$ cat src/common/cemf_pkg.sv
package cemf_pkg;

	// Counter and field widths
	typedef logic [15:0] cemf_cnt_t;	// CEMF cycles seen in a step
	typedef logic [15:0] tmo_cnt_t;		// Step timeout in clocks
	typedef logic [6:0]  step_t;		// Step number, first step is 1
	typedef logic [15:0] apb_addr_t;
	typedef logic [31:0] apb_data_t;	// APB read data, also the system word
	typedef logic [7:0]  cycles_t;		// 8-bit CEMF cycle field

	// First timing word in the APB memory
	localparam apb_addr_t ADDR_START = 16'd8;

	// System word fields
	localparam int SYS_RUN_BIT   = 0;	// Run request
	localparam int SYS_CONF_BIT  = 1;	// TDC configuration request
	localparam int SYS_STEPS_LSB = 2;
	localparam int SYS_STEPS_MSB = 8;

	// Timing word field offsets
	localparam int TW_CYCLES = 0;	// Cycles between start and stop, 8 bits
	localparam int TW_DELAY  = 8;	// Cycles before start, 8 bits
	localparam int TW_TMO    = 16;	// Step timeout, 16 bits

	// Configuration and measurement sequence
	typedef enum logic [4:0] {
		st_idle, st_conf_a, st_wait_conf_a, st_conf_b, st_wait_conf_b,
		st_end_conf,
		st_init, st_fetch, st_meas_start, st_cnt_on,
		st_wait_start, st_start_gen, st_wait_stop, st_stop_gen,
		st_step_end, st_int_wait, st_tmo_wait,
		st_last_int_wait, st_last_tmo_wait, st_last_read, st_read_wait
	} seq_state_e;

endpackage

$ cat src/input_sync.sv
`timescale 1ns/1ns

module input_sync (
	input  logic clk,
	input  logic rst_n,
	input  logic cemf_i,		// CEMF comparator output, async
	input  logic trigger_i,
	input  logic intb_a_i,
	input  logic intb_b_i,
	output logic cemf_rise_o,
	output logic cemf_fall_o,
	output logic trigger_o,		// Synchronized level
	output logic intb_a_fall_o,
	output logic intb_b_fall_o
);

	// Bit order: intb_b, intb_a, trigger, cemf
	logic [3:0] raw;
	logic [3:0] s0, s1, s2;		// Three flop stages per input

	assign raw = {intb_b_i, intb_a_i, trigger_i, cemf_i};

	always_ff @(posedge clk or negedge rst_n)
	begin
		if (!rst_n)
		begin
			s0 <= '0;
			s1 <= '0;
			s2 <= '0;
		end
		else
		begin
			s0 <= raw;
			s1 <= s0;
			s2 <= s1;
		end
	end

	// Edges taken between the last two stages
	assign cemf_rise_o   = s1[0] & ~s2[0];
	assign cemf_fall_o   = ~s1[0] & s2[0];
	assign trigger_o     = s2[1];
	assign intb_a_fall_o = ~s1[2] & s2[2];	// INTB is active low
	assign intb_b_fall_o = ~s1[3] & s2[3];

endmodule

$ cat src/event_counters.sv
`timescale 1ns/1ns

module event_counters (
	input  logic clk,
	input  logic rst_n,
	input  logic en_cemf_i,
	input  logic cemf_rise_i,
	input  logic en_tmo_i,
	input  logic step_clr_i,	// Start of a run
	input  logic step_inc_i,
	output cemf_pkg::cemf_cnt_t cemf_cnt_o,
	output cemf_pkg::tmo_cnt_t  tmo_cnt_o,
	output cemf_pkg::step_t     step_o
);

	import cemf_pkg::*;

	// CEMF rising edges since the counters-on state
	always_ff @(posedge clk or negedge rst_n)
	begin
		if (!rst_n)
			cemf_cnt_o <= '0;
		else if (!en_cemf_i || step_clr_i)
			cemf_cnt_o <= '0;	// Held at zero outside the pulse windows
		else if (cemf_rise_i)
			cemf_cnt_o <= cemf_cnt_o + cemf_cnt_t'(1);
	end

	// Clocks since the counters-on state
	always_ff @(posedge clk or negedge rst_n)
	begin
		if (!rst_n)
			tmo_cnt_o <= '0;
		else if (!en_tmo_i || step_clr_i)
			tmo_cnt_o <= '0;
		else
			tmo_cnt_o <= tmo_cnt_o + tmo_cnt_t'(1);
	end

	// Step number, loaded to 1 when a run begins
	always_ff @(posedge clk or negedge rst_n)
	begin
		if (!rst_n)
			step_o <= '0;
		else if (step_clr_i)
			step_o <= step_t'(1);
		else if (step_inc_i)
			step_o <= step_o + step_t'(1);	// Advances once per step end
	end

endmodule

$ cat src/sequencer/apb_fetch.sv
`timescale 1ns/1ns

module apb_fetch (
	input  logic clk,
	input  logic rst_n,
	input  logic fetch_i,		// Start one read
	input  logic step_next_i,
	input  logic step_last_i,
	input  logic pready_i,
	input  cemf_pkg::apb_data_t prdata_i,
	output logic psel_o,
	output logic penable_o,
	output logic done_o,		// One clock, fields valid next clock
	output cemf_pkg::apb_addr_t paddr_o,
	output cemf_pkg::cycles_t   delay_o,
	output cemf_pkg::cycles_t   cycles_o,
	output cemf_pkg::tmo_cnt_t  tmo_o
);

	import cemf_pkg::*;

	// Two setup clocks, then access until pready
	typedef enum logic [1:0] {ph_idle, ph_setup, ph_hold, ph_access} phase_e;

	phase_e phase;

	always_ff @(posedge clk or negedge rst_n)
	begin
		if (!rst_n)
			phase <= ph_idle;
		else
		begin
			case (phase)
				ph_idle:   if (fetch_i) phase <= ph_setup;
				ph_setup:  phase <= ph_hold;
				ph_hold:   phase <= ph_access;
				ph_access: if (pready_i) phase <= ph_idle;	// Wait states here only
				default:   phase <= ph_idle;
			endcase
		end
	end

	assign psel_o    = (phase != ph_idle);
	assign penable_o = (phase == ph_access);
	assign done_o    = penable_o & pready_i;

	// Timing word address, one word per step
	always_ff @(posedge clk or negedge rst_n)
	begin
		if (!rst_n)
			paddr_o <= ADDR_START;
		else if (step_last_i)
			paddr_o <= ADDR_START;	// Rewind for the next run
		else if (step_next_i)
			paddr_o <= paddr_o + apb_addr_t'(1);
	end

	// Field capture on the completing access
	always_ff @(posedge clk)
	begin
		if (done_o)
		begin
			cycles_o <= prdata_i[TW_CYCLES +: $bits(cycles_t)];
			delay_o  <= prdata_i[TW_DELAY +: $bits(cycles_t)];
			tmo_o    <= prdata_i[TW_TMO +: $bits(tmo_cnt_t)];
		end
	end

endmodule

$ cat src/sequencer/seq_fsm.sv
`timescale 1ns/1ns

module seq_fsm (
	input  logic clk,
	input  logic rst_n,
	input  cemf_pkg::apb_data_t system_word_i,
	input  logic end_conf_a_i,
	input  logic end_conf_b_i,
	input  logic end_read_a_i,
	input  logic end_read_b_i,
	input  logic cemf_rise_i,
	input  logic cemf_fall_i,
	input  logic trigger_i,
	input  logic intb_a_fall_i,
	input  logic intb_b_fall_i,
	input  logic fetch_done_i,
	input  cemf_pkg::cemf_cnt_t cemf_cnt_i,
	input  cemf_pkg::tmo_cnt_t  tmo_cnt_i,
	input  cemf_pkg::tmo_cnt_t  tmo_i,
	input  cemf_pkg::step_t     step_i,
	input  cemf_pkg::cycles_t   delay_i,
	input  cemf_pkg::cycles_t   cycles_i,
	output logic start_conf_a_o,
	output logic start_conf_b_o,
	output logic start_op_a_o,
	output logic start_op_b_o,
	output logic start_read_a_o,
	output logic start_read_b_o,
	output logic clr_sys_reg_o,
	output logic en_fe_o,
	output logic start_gen_o,
	output logic stop_gen_o,
	output logic ctrl_tdc_o,
	output logic frame_o,
	output logic next_sequence_o,
	output logic stop_fpga2_o,
	output logic fetch_o,
	output logic step_next_o,
	output logic step_last_o,
	output logic en_cemf_o,
	output logic en_tmo_o,
	output logic step_clr_o,
	output logic step_inc_o
);

	import cemf_pkg::*;

	seq_state_e state_q, state_d;
	logic bank_q, bank_d;		// 1: bank B measures next
	logic ctrl_q, ctrl_d;		// TDC mux select
	logic frame_q, frame_d;
	logic run, conf, is_last, int_fall;
	step_t steps;
	cemf_cnt_t stop_thr;

	assign run      = system_word_i[SYS_RUN_BIT];
	assign conf     = system_word_i[SYS_CONF_BIT];
	assign steps    = system_word_i[SYS_STEPS_MSB:SYS_STEPS_LSB];
	assign is_last  = (step_i == steps);
	assign int_fall = intb_a_fall_i | intb_b_fall_i;
	assign stop_thr = cemf_cnt_t'(delay_i) + cemf_cnt_t'(cycles_i);	// Stop edge count

	always_ff @(posedge clk or negedge rst_n)
	begin
		if (!rst_n)
		begin
			state_q <= st_idle;
			bank_q  <= 1'b0;
			ctrl_q  <= 1'b0;
			frame_q <= 1'b0;
		end
		else
		begin
			state_q <= state_d;
			bank_q  <= bank_d;
			ctrl_q  <= ctrl_d;
			frame_q <= frame_d;
		end
	end

	assign ctrl_tdc_o = ctrl_q;
	assign frame_o    = frame_q;

	always_comb
	begin
		state_d = state_q;
		bank_d  = bank_q;
		ctrl_d  = ctrl_q;
		frame_d = frame_q;
		{start_conf_a_o, start_conf_b_o, clr_sys_reg_o} = '0;
		{start_op_a_o, start_op_b_o, start_read_a_o, start_read_b_o} = '0;
		{en_fe_o, start_gen_o, stop_gen_o, next_sequence_o, stop_fpga2_o} = '0;
		{fetch_o, step_next_o, step_last_o, step_clr_o, step_inc_o} = '0;
		en_cemf_o = 1'b0;
		en_tmo_o  = 1'b0;
		// Pulse window and step phases share the front end enable
		if (state_q inside {[st_meas_start:st_last_tmo_wait]})
			en_fe_o = 1'b1;
		if (state_q inside {[st_fetch:st_int_wait], st_last_int_wait})
			next_sequence_o = 1'b1;
		if (state_q inside {[st_cnt_on:st_last_tmo_wait]})
			en_tmo_o = 1'b1;	// Timeout runs until the step closes
		if (state_q inside {[st_cnt_on:st_stop_gen]})
			en_cemf_o = 1'b1;
		case (state_q)
			st_idle:
			begin
				stop_fpga2_o = ~run;
				bank_d = 1'b0;
				frame_d = 1'b0;
				if (run)
				begin
					step_clr_o = 1'b1;	// Step counter to 1
					state_d = st_init;
				end
				else if (conf)
					state_d = st_conf_a;
			end
			st_conf_a:
			begin
				stop_fpga2_o = 1'b1;
				start_conf_a_o = 1'b1;
				state_d = st_wait_conf_a;
			end
			st_wait_conf_a:
			begin
				stop_fpga2_o = 1'b1;
				if (end_conf_a_i)
					state_d = st_conf_b;
			end
			st_conf_b:
			begin
				stop_fpga2_o = 1'b1;
				start_conf_b_o = 1'b1;
				state_d = st_wait_conf_b;
			end
			st_wait_conf_b:
			begin
				stop_fpga2_o = 1'b1;
				if (end_conf_b_i)
					state_d = st_end_conf;
			end
			st_end_conf:
			begin
				stop_fpga2_o = 1'b1;
				clr_sys_reg_o = 1'b1;	// Drop the config bit in the system register
				state_d = st_idle;
			end
			st_init:
			begin
				stop_fpga2_o = ~run;
				fetch_o = run;
				state_d = run ? st_fetch : st_idle;	// Run cleared aborts between steps
			end
			st_fetch:
				if (fetch_done_i) state_d = st_meas_start;
			st_meas_start:
			begin
				bank_d = ~bank_q;
				if (step_i == step_t'(1))
				begin
					frame_d = 1'b1;
					start_op_a_o = 1'b1;	// Nothing to read yet
				end
				else if (!bank_q)
				begin
					start_op_a_o = 1'b1;
					start_read_b_o = 1'b1;
				end
				else
				begin
					start_op_b_o = 1'b1;
					start_read_a_o = 1'b1;
				end
				state_d = st_cnt_on;
			end
			st_cnt_on:
				state_d = st_wait_start;
			st_wait_start:
				if (cemf_rise_i && cemf_cnt_i >= cemf_cnt_t'(delay_i) && trigger_i)
					state_d = st_start_gen;
			st_start_gen:
			begin
				start_gen_o = 1'b1;
				if (cemf_fall_i) state_d = st_wait_stop;
			end
			st_wait_stop:
				if (cemf_rise_i && cemf_cnt_i >= stop_thr) state_d = st_stop_gen;
			st_stop_gen:
			begin
				stop_gen_o = 1'b1;
				if (cemf_fall_i) state_d = st_step_end;
			end
			st_step_end:
			begin
				step_inc_o = 1'b1;
				step_last_o = is_last;
				step_next_o = ~is_last;
				state_d = is_last ? st_last_int_wait : st_int_wait;
			end
			st_int_wait, st_last_int_wait:
			begin
				// A-side interrupt steers the mux to B
				if (intb_a_fall_i)
					ctrl_d = 1'b1;
				else if (intb_b_fall_i)
					ctrl_d = 1'b0;
				if (int_fall)
					state_d = (state_q == st_int_wait) ? st_tmo_wait : st_last_tmo_wait;
			end
			st_tmo_wait:
				if (tmo_cnt_i >= tmo_i) state_d = st_init;
			st_last_tmo_wait:
				if (tmo_cnt_i >= tmo_i) state_d = st_last_read;
			st_last_read:
			begin
				// Bank still holding the last step's data
				if (!bank_q)
					start_read_b_o = 1'b1;
				else
					start_read_a_o = 1'b1;
				bank_d = 1'b0;
				state_d = st_read_wait;
			end
			st_read_wait:
				if (end_read_a_i || end_read_b_i)
				begin
					frame_d = 1'b0;	// Frame closes with the final readout
					state_d = st_idle;
				end
			default:
				state_d = st_idle;
		endcase
	end

endmodule

$ cat src/cemf_sequencer_top.sv
`timescale 1ns/1ns

module cemf_sequencer_top (
	input  logic clk,
	input  logic rst_n,
	input  cemf_pkg::apb_data_t system_word_i,
	input  logic end_conf_a_i,
	input  logic end_conf_b_i,
	input  logic end_read_a_i,
	input  logic end_read_b_i,
	input  logic cemf_i,
	input  logic trigger_i,
	input  logic intb_a_i,
	input  logic intb_b_i,
	input  cemf_pkg::apb_data_t prdata_i,
	input  logic pready_i,
	output logic start_conf_a_o,
	output logic start_conf_b_o,
	output logic start_op_a_o,
	output logic start_op_b_o,
	output logic start_read_a_o,
	output logic start_read_b_o,
	output logic clr_sys_reg_o,
	output logic en_fe_o,
	output logic start_gen_o,
	output logic stop_gen_o,
	output logic ctrl_tdc_o,
	output logic frame_o,
	output logic next_sequence_o,
	output logic stop_fpga2_o,
	output logic psel_o,
	output logic penable_o,
	output cemf_pkg::apb_addr_t paddr_o
);

	import cemf_pkg::*;

	// Synchronized events
	logic cemf_rise, cemf_fall, trigger_s, intb_a_fall, intb_b_fall;
	// Counter controls and values
	logic en_cemf, en_tmo, step_clr, step_inc;
	cemf_cnt_t cemf_cnt;
	tmo_cnt_t tmo_cnt;
	step_t step;
	// Fetch unit handshake and timing fields
	logic fetch, fetch_done, step_next, step_last;
	cycles_t delay, cycles;
	tmo_cnt_t tmo;

	input_sync u_sync (
		.clk(clk), .rst_n(rst_n),
		.cemf_i(cemf_i), .trigger_i(trigger_i), .intb_a_i(intb_a_i), .intb_b_i(intb_b_i),
		.cemf_rise_o(cemf_rise), .cemf_fall_o(cemf_fall), .trigger_o(trigger_s),
		.intb_a_fall_o(intb_a_fall), .intb_b_fall_o(intb_b_fall)
	);

	event_counters u_cnt (
		.clk(clk), .rst_n(rst_n),
		.en_cemf_i(en_cemf), .cemf_rise_i(cemf_rise), .en_tmo_i(en_tmo),
		.step_clr_i(step_clr), .step_inc_i(step_inc),
		.cemf_cnt_o(cemf_cnt), .tmo_cnt_o(tmo_cnt), .step_o(step)
	);

	apb_fetch u_fetch (
		.clk(clk), .rst_n(rst_n),
		.fetch_i(fetch), .step_next_i(step_next), .step_last_i(step_last),
		.pready_i(pready_i), .prdata_i(prdata_i),
		.psel_o(psel_o), .penable_o(penable_o), .done_o(fetch_done), .paddr_o(paddr_o),
		.delay_o(delay), .cycles_o(cycles), .tmo_o(tmo)
	);

	seq_fsm u_fsm (
		.clk(clk), .rst_n(rst_n), .system_word_i(system_word_i),
		.end_conf_a_i(end_conf_a_i), .end_conf_b_i(end_conf_b_i),
		.end_read_a_i(end_read_a_i), .end_read_b_i(end_read_b_i),
		.cemf_rise_i(cemf_rise), .cemf_fall_i(cemf_fall), .trigger_i(trigger_s),
		.intb_a_fall_i(intb_a_fall), .intb_b_fall_i(intb_b_fall), .fetch_done_i(fetch_done),
		.cemf_cnt_i(cemf_cnt), .tmo_cnt_i(tmo_cnt), .tmo_i(tmo), .step_i(step),
		.delay_i(delay), .cycles_i(cycles),
		.start_conf_a_o(start_conf_a_o), .start_conf_b_o(start_conf_b_o),
		.start_op_a_o(start_op_a_o), .start_op_b_o(start_op_b_o),
		.start_read_a_o(start_read_a_o), .start_read_b_o(start_read_b_o),
		.clr_sys_reg_o(clr_sys_reg_o), .en_fe_o(en_fe_o),
		.start_gen_o(start_gen_o), .stop_gen_o(stop_gen_o), .ctrl_tdc_o(ctrl_tdc_o),
		.frame_o(frame_o), .next_sequence_o(next_sequence_o), .stop_fpga2_o(stop_fpga2_o),
		.fetch_o(fetch), .step_next_o(step_next), .step_last_o(step_last),
		.en_cemf_o(en_cemf), .en_tmo_o(en_tmo), .step_clr_o(step_clr), .step_inc_o(step_inc)
	);

endmodule

$ cat config.mk
export PLATFORM = sky130hd
export DESIGN_NAME = cemf_sequencer_top
export DESIGN_NICKNAME = d
export VERILOG_FILES = /design/src/common/cemf_pkg.sv /design/src/input_sync.sv /design/src/event_counters.sv /design/src/sequencer/apb_fetch.sv /design/src/sequencer/seq_fsm.sv /design/src/cemf_sequencer_top.sv
export SDC_FILE = /design/constraint.sdc
export NUM_CORES = 1
export LEC_CHECK = 0
export ABC_AREA = 1
export BUFFER_PORTS_ARGS = -buffer_cell sky130_fd_sc_hd__buf_2
export CAP_MARGIN = 20
export CORE_MARGIN = 10
export CORE_UTILIZATION = 50
export DETAILED_ROUTE_END_ITERATION = 16
export GPL_ROUTABILITY_DRIVEN = 1
export PLACE_DENSITY = 0.82
export SKIP_CTS_REPAIR_TIMING = 1
export SLEW_MARGIN = 20
export SYNTH_ARGS = -nofsm -noshare
export SYNTH_HDL_FRONTEND = slang
export SYNTH_SLANG_ARGS = --single-unit
$ cat constraint.sdc
create_clock -name clk -period 3.1 [get_ports clk]
set_clock_uncertainty 0.2 [all_clocks]
set_input_delay 0.465 -clock clk [delete_from_list [all_inputs] [get_ports clk]]
set_output_delay 0.465 -clock clk [all_outputs]
set_load 0.05 [all_outputs]
### Word-level counts from Yosys, hierarchy flattened

Index checks and enable logic that the tools add are counted.

* register bits after elaboration: 109
* input port bits: 75
* output and inout bits: 32

* add/sub/neg operators: 5
* order comparisons: 9
* equality and inequality tests: 40
* mux-type cells: 58
* bitwise gates (word level): 13
* reduce and logical (&&, ||, !) cells: 30

Operator list (number)
* 5-bit one-hot mux with 19 select lines: 1
* 16-bit two-way mux: 5
* 5-bit two-way mux: 14
* 16-bit by 1-bit adder with 16-bit output (second input constant): 3
* 5-bit by 4-bit == test with 1-bit output (second input constant): 8
* 16-bit greater-or-equal comparator: 2
* 1-bit two-way mux: 26
* 5-bit == test (second input constant): 5
* 5-bit by 3-bit == test with 1-bit output (second input constant): 4
* 16-bit by 8-bit greater-or-equal comparator with 1-bit output: 1
* 7-bit two-way mux: 2
* 2-bit by 1-bit != test with 1-bit output (second input constant): 7
* 2-bit != test (second input constant): 7
* 2-bit nonzero test: 7
* 12-bit AND reduction: 1
* 5-bit by 2-bit == test with 1-bit output (second input constant): 2
* 5-bit by 4-bit greater-or-equal comparator with 1-bit output (second input constant): 2
* 5-bit by 4-bit <= comparator with 1-bit output (second input constant): 2
* 8-bit by 8-bit adder with 9-bit output: 1
* 1-bit one-hot mux with 2 select lines: 4
* 2-bit one-hot mux with 4 select lines: 1
* 7-bit by 1-bit adder with 7-bit output (second input constant): 1
* 7-bit by 1-bit == test with 1-bit output (second input constant): 1
* 7-bit == test: 1
* other kinds (22): 47

### Depth between registers and ports, before layout

Gate-level depths: netlist (run 1).

* depth after elaboration: 6
* mapped depth: 19
* depth with buffers taken out: 19

### Hierarchy

From an unflattened synthesis (run 1), not the netlist that was laid out.

* cell total of the unflattened synthesis: 823
* area, all modules: 6621.4 um^2

By module, submodules not included
* seq_fsm: instances 1, cells an instance 355, area each 2182.1 um^2, seq. area each 200.2 um^2
* event_counters: instances 1, cells an instance 278, area each 2094.5 um^2, seq. area each 975.9 um^2
* apb_fetch: instances 1, cells an instance 170, area each 2014.4 um^2, seq. area each 1412.6 um^2
* input_sync: instances 1, cells an instance 20, area each 330.3 um^2, seq. area each 300.3 um^2

### Worst setup path before layout (run 1)

OpenSTA, ideal clock, no wires.

* path type: reg2reg
* start point: register u_fetch.delay_o[0]
* end point: register u_fsm.state_q[1]
* setup time: 119 ps
* arrival: 2528 ps
* setup slack: 253 ps
* cell stages (with the launch flop): 19
* clock period less this slack: 2847 ps
* path through: edfxtp_1 ha_1 fa_1 nand3_1 nand2_1 a21oi_1 o21bai_1 xnor2_1 ha_1 nand2_1 o21a_1 nand2_1 nand2_1 nand2_1 nand2_1 nand2_1 nand3_2 nand2_1 nand2_1

* cells in the longest elaborated chain, start to end: 5

RTL lines
* start, declared: RTL line apb_fetch.sv:15 `output cemf_pkg::cycles_t delay_o,`
* start signal, assigned: RTL line apb_fetch.sv:64 `delay_o <= prdata_i[TW_DELAY +: $bits(cycles_t)];`
* 8-bit by 8-bit adder with 9-bit output / 16-bit by 8-bit greater-or-equal comparator with 1-bit output (equally long branches): RTL line seq_fsm.sv:61, seq_fsm.sv:180
* 16-bit greater-or-equal comparator / 1-bit logical AND (equally long branches): RTL line seq_fsm.sv:188, seq_fsm.sv:180
* 1-bit logical AND, on equally long branches: RTL line seq_fsm.sv:188, seq_fsm.sv:180
* 2-bit by 1-bit != test with 1-bit output (no line)
* 12-bit AND reduction (no line) *
* end signal, assigned: RTL line seq_fsm.sv:67 `state_q <= st_idle;`
* end signal, assigned: RTL line seq_fsm.sv:74 `state_q <= state_d;`
* end, declared: RTL line seq_fsm.sv:48 `seq_state_e state_q, state_d;`

Mark *: on every way between the ends. The rest lies on a longest branch, timed or not.
A chain may end at the register's enable or synchronous reset.

### Worst setup path in the final report (run 1)

* start point: register u_fetch.delay_o[1]
* end point: register u_fsm.state_q[2]

The elaborated chain is that of the path after synthesis.

==> PnR_summary.wiki, run 1 <==
{| class="wikitable"
! Metric !! Value
|-
| Number of placement rows || 40
|-
| Worst Path Max Fanout || 5
|-
| Number of inserted diodes || 0
|-
| Setup-violating endpoint count in the final report || 0
|-
| Total power per unit cell area || 645.3 nW/um2
|-
| DRC || 0
|-
| Warnings from Yosys || 0
|-
| Die Span X || 132.1 um
|-
| Required time of the critical path || 3150 ps
|-
| Sequential fraction of the synthesis area || 45.94%
|-
| Startpoint class of the critical path || register
|-
| Arr. time, crit path || 2970 ps
|-
| Share of layout cells above drive strength 1 || 17.33%
|-
| Via count of the first global-routing pass || 5055
|-
| Worst IR Drop VDD || 290.4 uV
|-
| Routed via count || 5166
|-
| Number of buffer and inverter stages on the critical path || 1
|-
| Syn_area_per_cell || 8.396 um2
|-
| Count of flip-flops with a built-in enable after synthesis || 32
|-
| Routed via count divided by cell count || 5.085
|-
| Category of cells accounting for the largest share of critical-path delay || simple AND/OR/NAND/NOR gates
|-
| Number of standard cells after synthesis || 749
|-
| Top cell type's share of synthesized area || 30.24%
|-
| Maximum number of pins on one net before global-route repair || 78
|-
| Status || finished clean
|-
| Syn nets || 875
|-
| Most common flop cell mapped by yosys || dfrtp_1
|-
| Die footprint || 17460 um2
|-
| Critical Path, Cell by Cell || ha_1 -> nand3_1 -> nand2_2 -> a21oi_2 -> nor2_1 -> nor2_1 -> xor2_1 -> ha_1 -> a21oi_2 -> o21a_1 -> nand2_1 -> nand2_1 -> nand2_1 -> nand2_2 -> nand2_4 -> buf_6 -> nand4_1 -> nand2_1
|-
| Worst-case hold slack || 14.04 ps
|-
| Final nets || 969
|-
| Max Freq || 342.5 MHz
|-
| I/O pin cnt || 107
|-
| Clock latency on the worst-skew pair || 350 ps
|-
| Type of the tightest min-delay check || input pin to register
|-
| Count of port buffers added during placement || 83
|-
| Period utilisation layout || 94.18%
|-
| Total congestion overflow || 0
|-
| Number of nets still failing antenna checks after routing || 0
|-
| Cell type with the highest occurrence count on the critical path || nand2_1
|-
| Wire length of the first global-routing pass || 22900 um
|-
| Main area contributors after synthesis || dfrtp_1 30%, edfxtp_1 15%, ha_1 9.9%
|-
| Initial Utilization || 51.71%
|-
| Most common library cell in the layout ignoring fill and taps || nand2_1
|-
| Kind of capture point of the worst setup path || register
|-
| Most frequent cells in the layout || 149 x nand2_1, 127 x inv_1, 82 x buf_2
|-
| Worst slew margin relative to its limit || 34.79%
|-
| RSZ-0062 raised after global routing || true
|-
| GR Util All Layers || 15.49%
|-
| Final wirelength || 13640 um
|-
| Count of TritonRoute iterations in the first routing pass || 4
|-
| Htree depth || 3
|-
| Clock Path Buffers || 2
|-
| Overall power consumption || 4.712 mW
|-
| Library cells used by synthesis || 43
|-
| Clock tree from TritonCTS || yes
|-
| Post-synthesis cell type with the largest combined area || dfrtp_1
|-
| Max stage delay cell, worst path || edfxtp_1
|-
| Max-slew violation count || 0
|-
| Final HPWL DP || 10330 um
|-
| Largest stage delay on the critical path || 440 ps
|-
| Root buffer cell || clkbuf_16
|-
| Number of antenna violations at the first check in global routing || 0
|-
| TNS Setup || 0 ps
|-
| Placed inst area || 6899 um2
|-
| Final standard cell area without fillers || 7302 um2
|-
| Worst-Margin Slew || 978.2 ps
|-
| Die height || 132.1 um
|-
| Clock-pin slew reported for the worst setup and hold paths after clock tree synthesis || 80 ps
|-
| Cell leakage power || 3.630 nW
|-
| TritonCTS buffer count || 9
|-
| Crit path time final || 2920 ps
|-
| DR iter-0 viols || 351
|-
| Number of synthesized register bits || 109
|-
| Final hold viol count || 0
|-
| Area of the mapped netlist || 6289 um2
|-
| Per-cell routed wire length || 13.43 um
|-
| Weighted congestion reported at the end of routability-driven placement || 0.9004
|-
| Post-Layout Cell Count || 1016
|-
| Clock tree sinks || 109
|-
| Placed Cells incl. Taps || 996
|-
| Proportion of synthesized flip-flops having asynchronous set or reset || 70.64%
|-
| Area delta synth->final || 16.12%
|-
| Total core area || 12160 um2
|-
| Number of max-capacitance violations reported || 0
|-
| Class of the most critical setup path || register to register
|}
## logic make-up after synthesis
logic type / after synthesis / synth area share, %
xor gates and xnor gates: 14 / 1.950
DFF: 109 / 45.94
adders and majority gates: 51 / 10.27
and+or+nand+nor: 329 / 23.76
buffers and inverters: 135 / 8.277
AOI/OAI and AO/OA: 111 / 9.809
## power breakdown
| part | leakage (nW) | internal, mW | total (mW) | switching, mW |
|---|---|---|---|---|
| clock | 0.149 | 0.606 | 1.15 | 0.546 |
| combinational | 2.19 | 0.524 | 1.74 | 1.22 |
| sequential | 1.29 | 1.67 | 1.82 | 0.151 |
## layer usage
layer / GRT usage (%) / wire length [um] / up-vias / part of all wire, %
met1: 19.07 / 6050 / 2385 / 44
met3: 2.591 / 642 / 14 / 4.7
met5: 0 / 0 / - / 0
met4: 4.697 / 175 / 0 / 1.3
met2: 27.02 / 6772 / 128 / 50
li1: - / - / 2639 / -
## sequential cells by signal (all words and copies together) (netlist names)
| signal | flops |
|---|---|
| u_fetch.paddr_o | 16 |
| u_fetch.phase | 2 |
| u_sync.s1 | 4 |
| u_fetch.cycles_o | 8 |
| u_cnt.tmo_cnt_o | 16 |
| u_sync.s2 | 4 |
| u_fsm.ctrl_tdc_o | 1 |
| u_cnt.cemf_cnt_o | 16 |
| u_fsm.bank_q | 1 |
| u_sync.s0 | 4 |
| u_fsm.state_q | 5 |
| u_cnt.step_o | 7 |
| u_fetch.tmo_o | 16 |
| u_fetch.delay_o | 8 |
| u_fsm.frame_o | 1 |
## layout make-up
class                           instances  area (um2)
Fill cell                            1044        4860
Timing Repair Buffer                   90       474.2
Multi-Input combinational cell        505        2953
Inverter                              128       480.5
Tap cell                              168       210.2
Clock buffer                           11       255.2
Sequential cell                       109        2889
Clock inverter                          5       40.04
## stage by stage
stage | setup WS, ps | util (%)
after CTS | 85.71 | 59.16
after global placement | 152.1 | 56.73
after floorplan | 252.7 | -
after detailed placement | 110.9 | 56.73
final | 180.5 | 60.04
after global routing | -107.9 | 60.04
## synthesized netlist by cell type (all sizes together), types with 3 or more instances
cell type / count
a31oi: 5
dfrtp: 76
nor3: 27
xnor2: 11
nor2: 86
o2111ai: 3
xor2: 3
nand2: 156
and3: 3
a21o: 3
edfxtp: 32
ha: 50
inv: 128
o21a: 3
o21ai: 35
nand3: 37
a21oi: 54
buf: 7
nand4: 14
## final timing paths
check,slack [ps],startpoint,to,cells after the start
worst max-delay path,180,u_fetch.delay_o[1]$_DFFE_PP_,u_fsm.state_q[2]$_DFFE_PN0P_,18
worst min-delay path,10,intb_a_i,u_sync.s0[2]$_DFF_PN0_,1
worst max register to register,180,u_fetch.delay_o[1]$_DFFE_PP_,u_fsm.state_q[2]$_DFFE_PN0P_,18
worst min register to register,150,u_sync.s0[3]$_DFF_PN0_,u_sync.s1[3]$_DFF_PN0_,0
max in group asynchronous,2000,rst_n,u_sync.s2[3]$_DFF_PN0_,1
min in group asynchronous,60,rst_n,u_cnt.cemf_cnt_o[2]$_DFFE_PN0P_,1
## worst register-to-register path, delay by kind of cell (launching register included)
kind	cells	cell delay [ps]
adder cells (fa/ha/maj)	2	600
flip-flops	1	440
AND/OR/NAND/NOR	11	860
AO/OA/AOI/OAI	3	420
XOR/XNOR	1	170
buffers and inverters	1	140
Note: power is estimated with default switching activity, not from simulation.
==> run 2, diff against run 1 <==
==> constraint.sdc (replaced) <==
create_clock -name clk -period 3.1 [get_ports clk]
set_clock_uncertainty 0.2 [all_clocks]
set_input_delay 0.155 -clock clk [delete_from_list [all_inputs] [get_ports clk]]
set_output_delay 0.155 -clock clk [all_outputs]
set_load 0.05 [all_outputs]
==> run 2 against run 1 <==
Clock-buffer cell count did not move. Sequential share of layout area fell by 1.7 points. Total power barely moved. Sequential cell count did not move. Global-route usage fell by 0.12 points. First-iteration DRC count fell by 17%. Worst setup slack got worse by 110 ps. Via count rose by 3.6%. Critical path type unchanged.
==> PnR_summary.wiki, run 2 (synthesized netlist as in run 1, its figures left out) <==
{| class="wikitable"
! Metric !! Value
|-
| Clock Path Buffers || 2
|-
| GR Util All Layers || 15.38%
|-
| Worst-Margin Slew || 978.1 ps
|-
| Maximum number of pins on one net before global-route repair || 78
|-
| Cell leakage power || 3.770 nW
|-
| Final wirelength || 14600 um
|-
| I/O pin cnt || 107
|-
| Worst slew margin relative to its limit || 34.79%
|-
| Type of the tightest min-delay check || input pin to register
|-
| Number of inserted diodes || 0
|-
| Cell type with the highest occurrence count on the critical path || nand2_1
|-
| Design internal power || 2.804 mW
|-
| Number of max-capacitance violations reported || 0
|-
| Wire length of the first global-routing pass || 22530 um
|-
| Most common library cell in the layout ignoring fill and taps || nand2_1
|-
| Worst Path Max Fanout || 5
|-
| TritonCTS buffer count || 9
|-
| Die height || 132.1 um
|-
| Category of cells accounting for the largest share of critical-path delay || adder cells
|-
| Share of layout cells above drive strength 1 || 16.05%
|-
| Status || finished clean
|-
| Final HPWL DP || 10180 um
|-
| Critical Path, Cell by Cell || ha_2 -> fa_2 -> nand3_1 -> nand2_2 -> a21oi_2 -> o21bai_1 -> xnor2_1 -> ha_1 -> nand2_1 -> o21a_1 -> nand2_1 -> nand2_1 -> nand2_1 -> nand2_1 -> nand2_2 -> nand3_2 -> nand2_1 -> nand2_1
|-
| Clock tree sinks || 109
|-
| Clock tree from TritonCTS || yes
|-
| Number of antenna violations at the first check in global routing || 0
|-
| Weighted congestion reported at the end of routability-driven placement || 0.8961
|-
| Kind of capture point of the worst setup path || register
|-
| Final hold viol count || 0
|-
| Final nets || 1006
|-
| Number of placement rows || 40
|-
| Relative contribution of sequential cells to total power || 38.4%
|-
| Most frequent cells in the layout || 151 x nand2_1, 127 x inv_1, 82 x buf_2
|-
| Initial Utilization || 51.71%
|-
| Clock latency on the worst-skew pair || 350 ps
|-
| Switching share of power || 40.48%
|-
| Area delta synth->final || 21.25%
|-
| Arr. time, crit path || 3080 ps
|-
| Period utilisation layout || 97.78%
|-
| Post-route setup slack || 68.84 ps
|-
| Total core area || 12160 um2
|-
| Worst-case hold slack || 66.01 ps
|-
| Htree depth || 3
|-
| Total congestion overflow || 0
|-
| Placed inst area || 6907 um2
|-
| Combinational Power Share || 37.9%
|-
| Routed via count || 5353
|-
| Via count of the first global-routing pass || 4981
|-
| Die Span X || 132.1 um
|-
| Worst IR Drop VDD || 344.2 uV
|-
| Root buffer cell || clkbuf_16
|-
| Number of buffer and inverter stages on the critical path || 0
|-
| Max Freq || 329.9 MHz
|-
| DRC || 0
|-
| Max-slew violation count || 0
|-
| Max stage delay cell, worst path || edfxtp_1
|-
| Clock share of power || 23.7%
|-
| Startpoint class of the critical path || register
|-
| Count of TritonRoute iterations in the first routing pass || 5
|-
| Die footprint || 17460 um2
|-
| Number of nets still failing antenna checks after routing || 0
|-
| Power spent charging and discharging nets || 1.907 mW
|-
| Crit path time final || 3031 ps
|-
| Total power per unit cell area || 617.9 nW/um2
|-
| Required time of the critical path || 3150 ps
|-
| Final standard cell area without fillers || 7625 um2
|-
| Setup-violating endpoint count in the final report || 0
|-
| DR iter-0 viols || 292
|-
| Largest stage delay on the critical path || 400 ps
|-
| Routed via count divided by cell count || 5.084
|-
| Clock-pin slew reported for the worst setup and hold paths after clock tree synthesis || 70 ps
|-
| Per-cell routed wire length || 13.87 um
|-
| Class of the most critical setup path || register to register
|-
| Count of port buffers added during placement || 83
|-
| Setup WS pre-CTS || 117.3 ps
|}
-- run 2: final timing paths --
check	depth (start not counted)	from	slack, ps	end
worst max-delay path	18	u_fetch.delay_o[0]$_DFFE_PP_	70	u_fsm.state_q[0]$_DFFE_PN0P_
worst min-delay path	4	pready_i	70	u_fetch.phase[0]$_DFFE_PN0P_
worst max register to register	18	u_fetch.delay_o[0]$_DFFE_PP_	70	u_fsm.state_q[0]$_DFFE_PN0P_
worst min register to register	0	u_sync.s0[2]$_DFF_PN0_	150	u_sync.s1[2]$_DFF_PN0_
max in group asynchronous	2	rst_n	1760	u_fetch.paddr_o[15]$_DFFE_PN0P_
min in group asynchronous	2	rst_n	300	u_cnt.cemf_cnt_o[2]$_DFFE_PN0P_
-- run 2: cell type report --
| cell class | count | area [um2] |
|---|---|---|
| fill | 982 | 4537 |
| multi-input combinational | 505 | 2917 |
| sequential | 109 | 2889 |
| timing repair buffer | 127 | 840.8 |
| inverter | 128 | 480.5 |
| clock buffer | 11 | 252.7 |
| tap | 168 | 210.2 |
| clock inverter | 5 | 35.03 |
-- run 2: layer usage --
layer	routed length (um)	vias up	track usage, %
li1	-	2710	-
met1	6313	2483	19.63
met2	7344	129	25.29
met3	561	31	2.287
met4	381	0	6.613
met5	0	-	0
-- run 2: stage by stage --
stage	setup TNS, ps	instances	utilization, %	total power, mW
5_1_grt	-452.8	1053	62.70	5.016
3_3_place_gp	0	997	56.79	3.497
6_report	0	1053	62.70	4.712
3_5_place_dp	0	997	56.79	3.528
2_1_floorplan	0	749	-	3.109
4_1_cts	0	1013	59.16	4.650
-- run 2: tightest hold or removal path, cell delays in order --
cell and delay [ps]:
buf_2 110, inv_1 40, a22oi_1 110, o21ai_0 160
-- run 2: power groups by stage --
stage | combinational (mW) | sequential [mW] | clock (mW)
2_1_floorplan | 1.19 | 1.92 | 0
3_3_place_gp | 1.67 | 1.83 | 0
3_5_place_dp | 1.70 | 1.83 | 0
4_1_cts | 1.71 | 1.80 | 1.14
5_1_grt | 2.00 | 1.83 | 1.19
6_report | 1.78 | 1.81 | 1.12
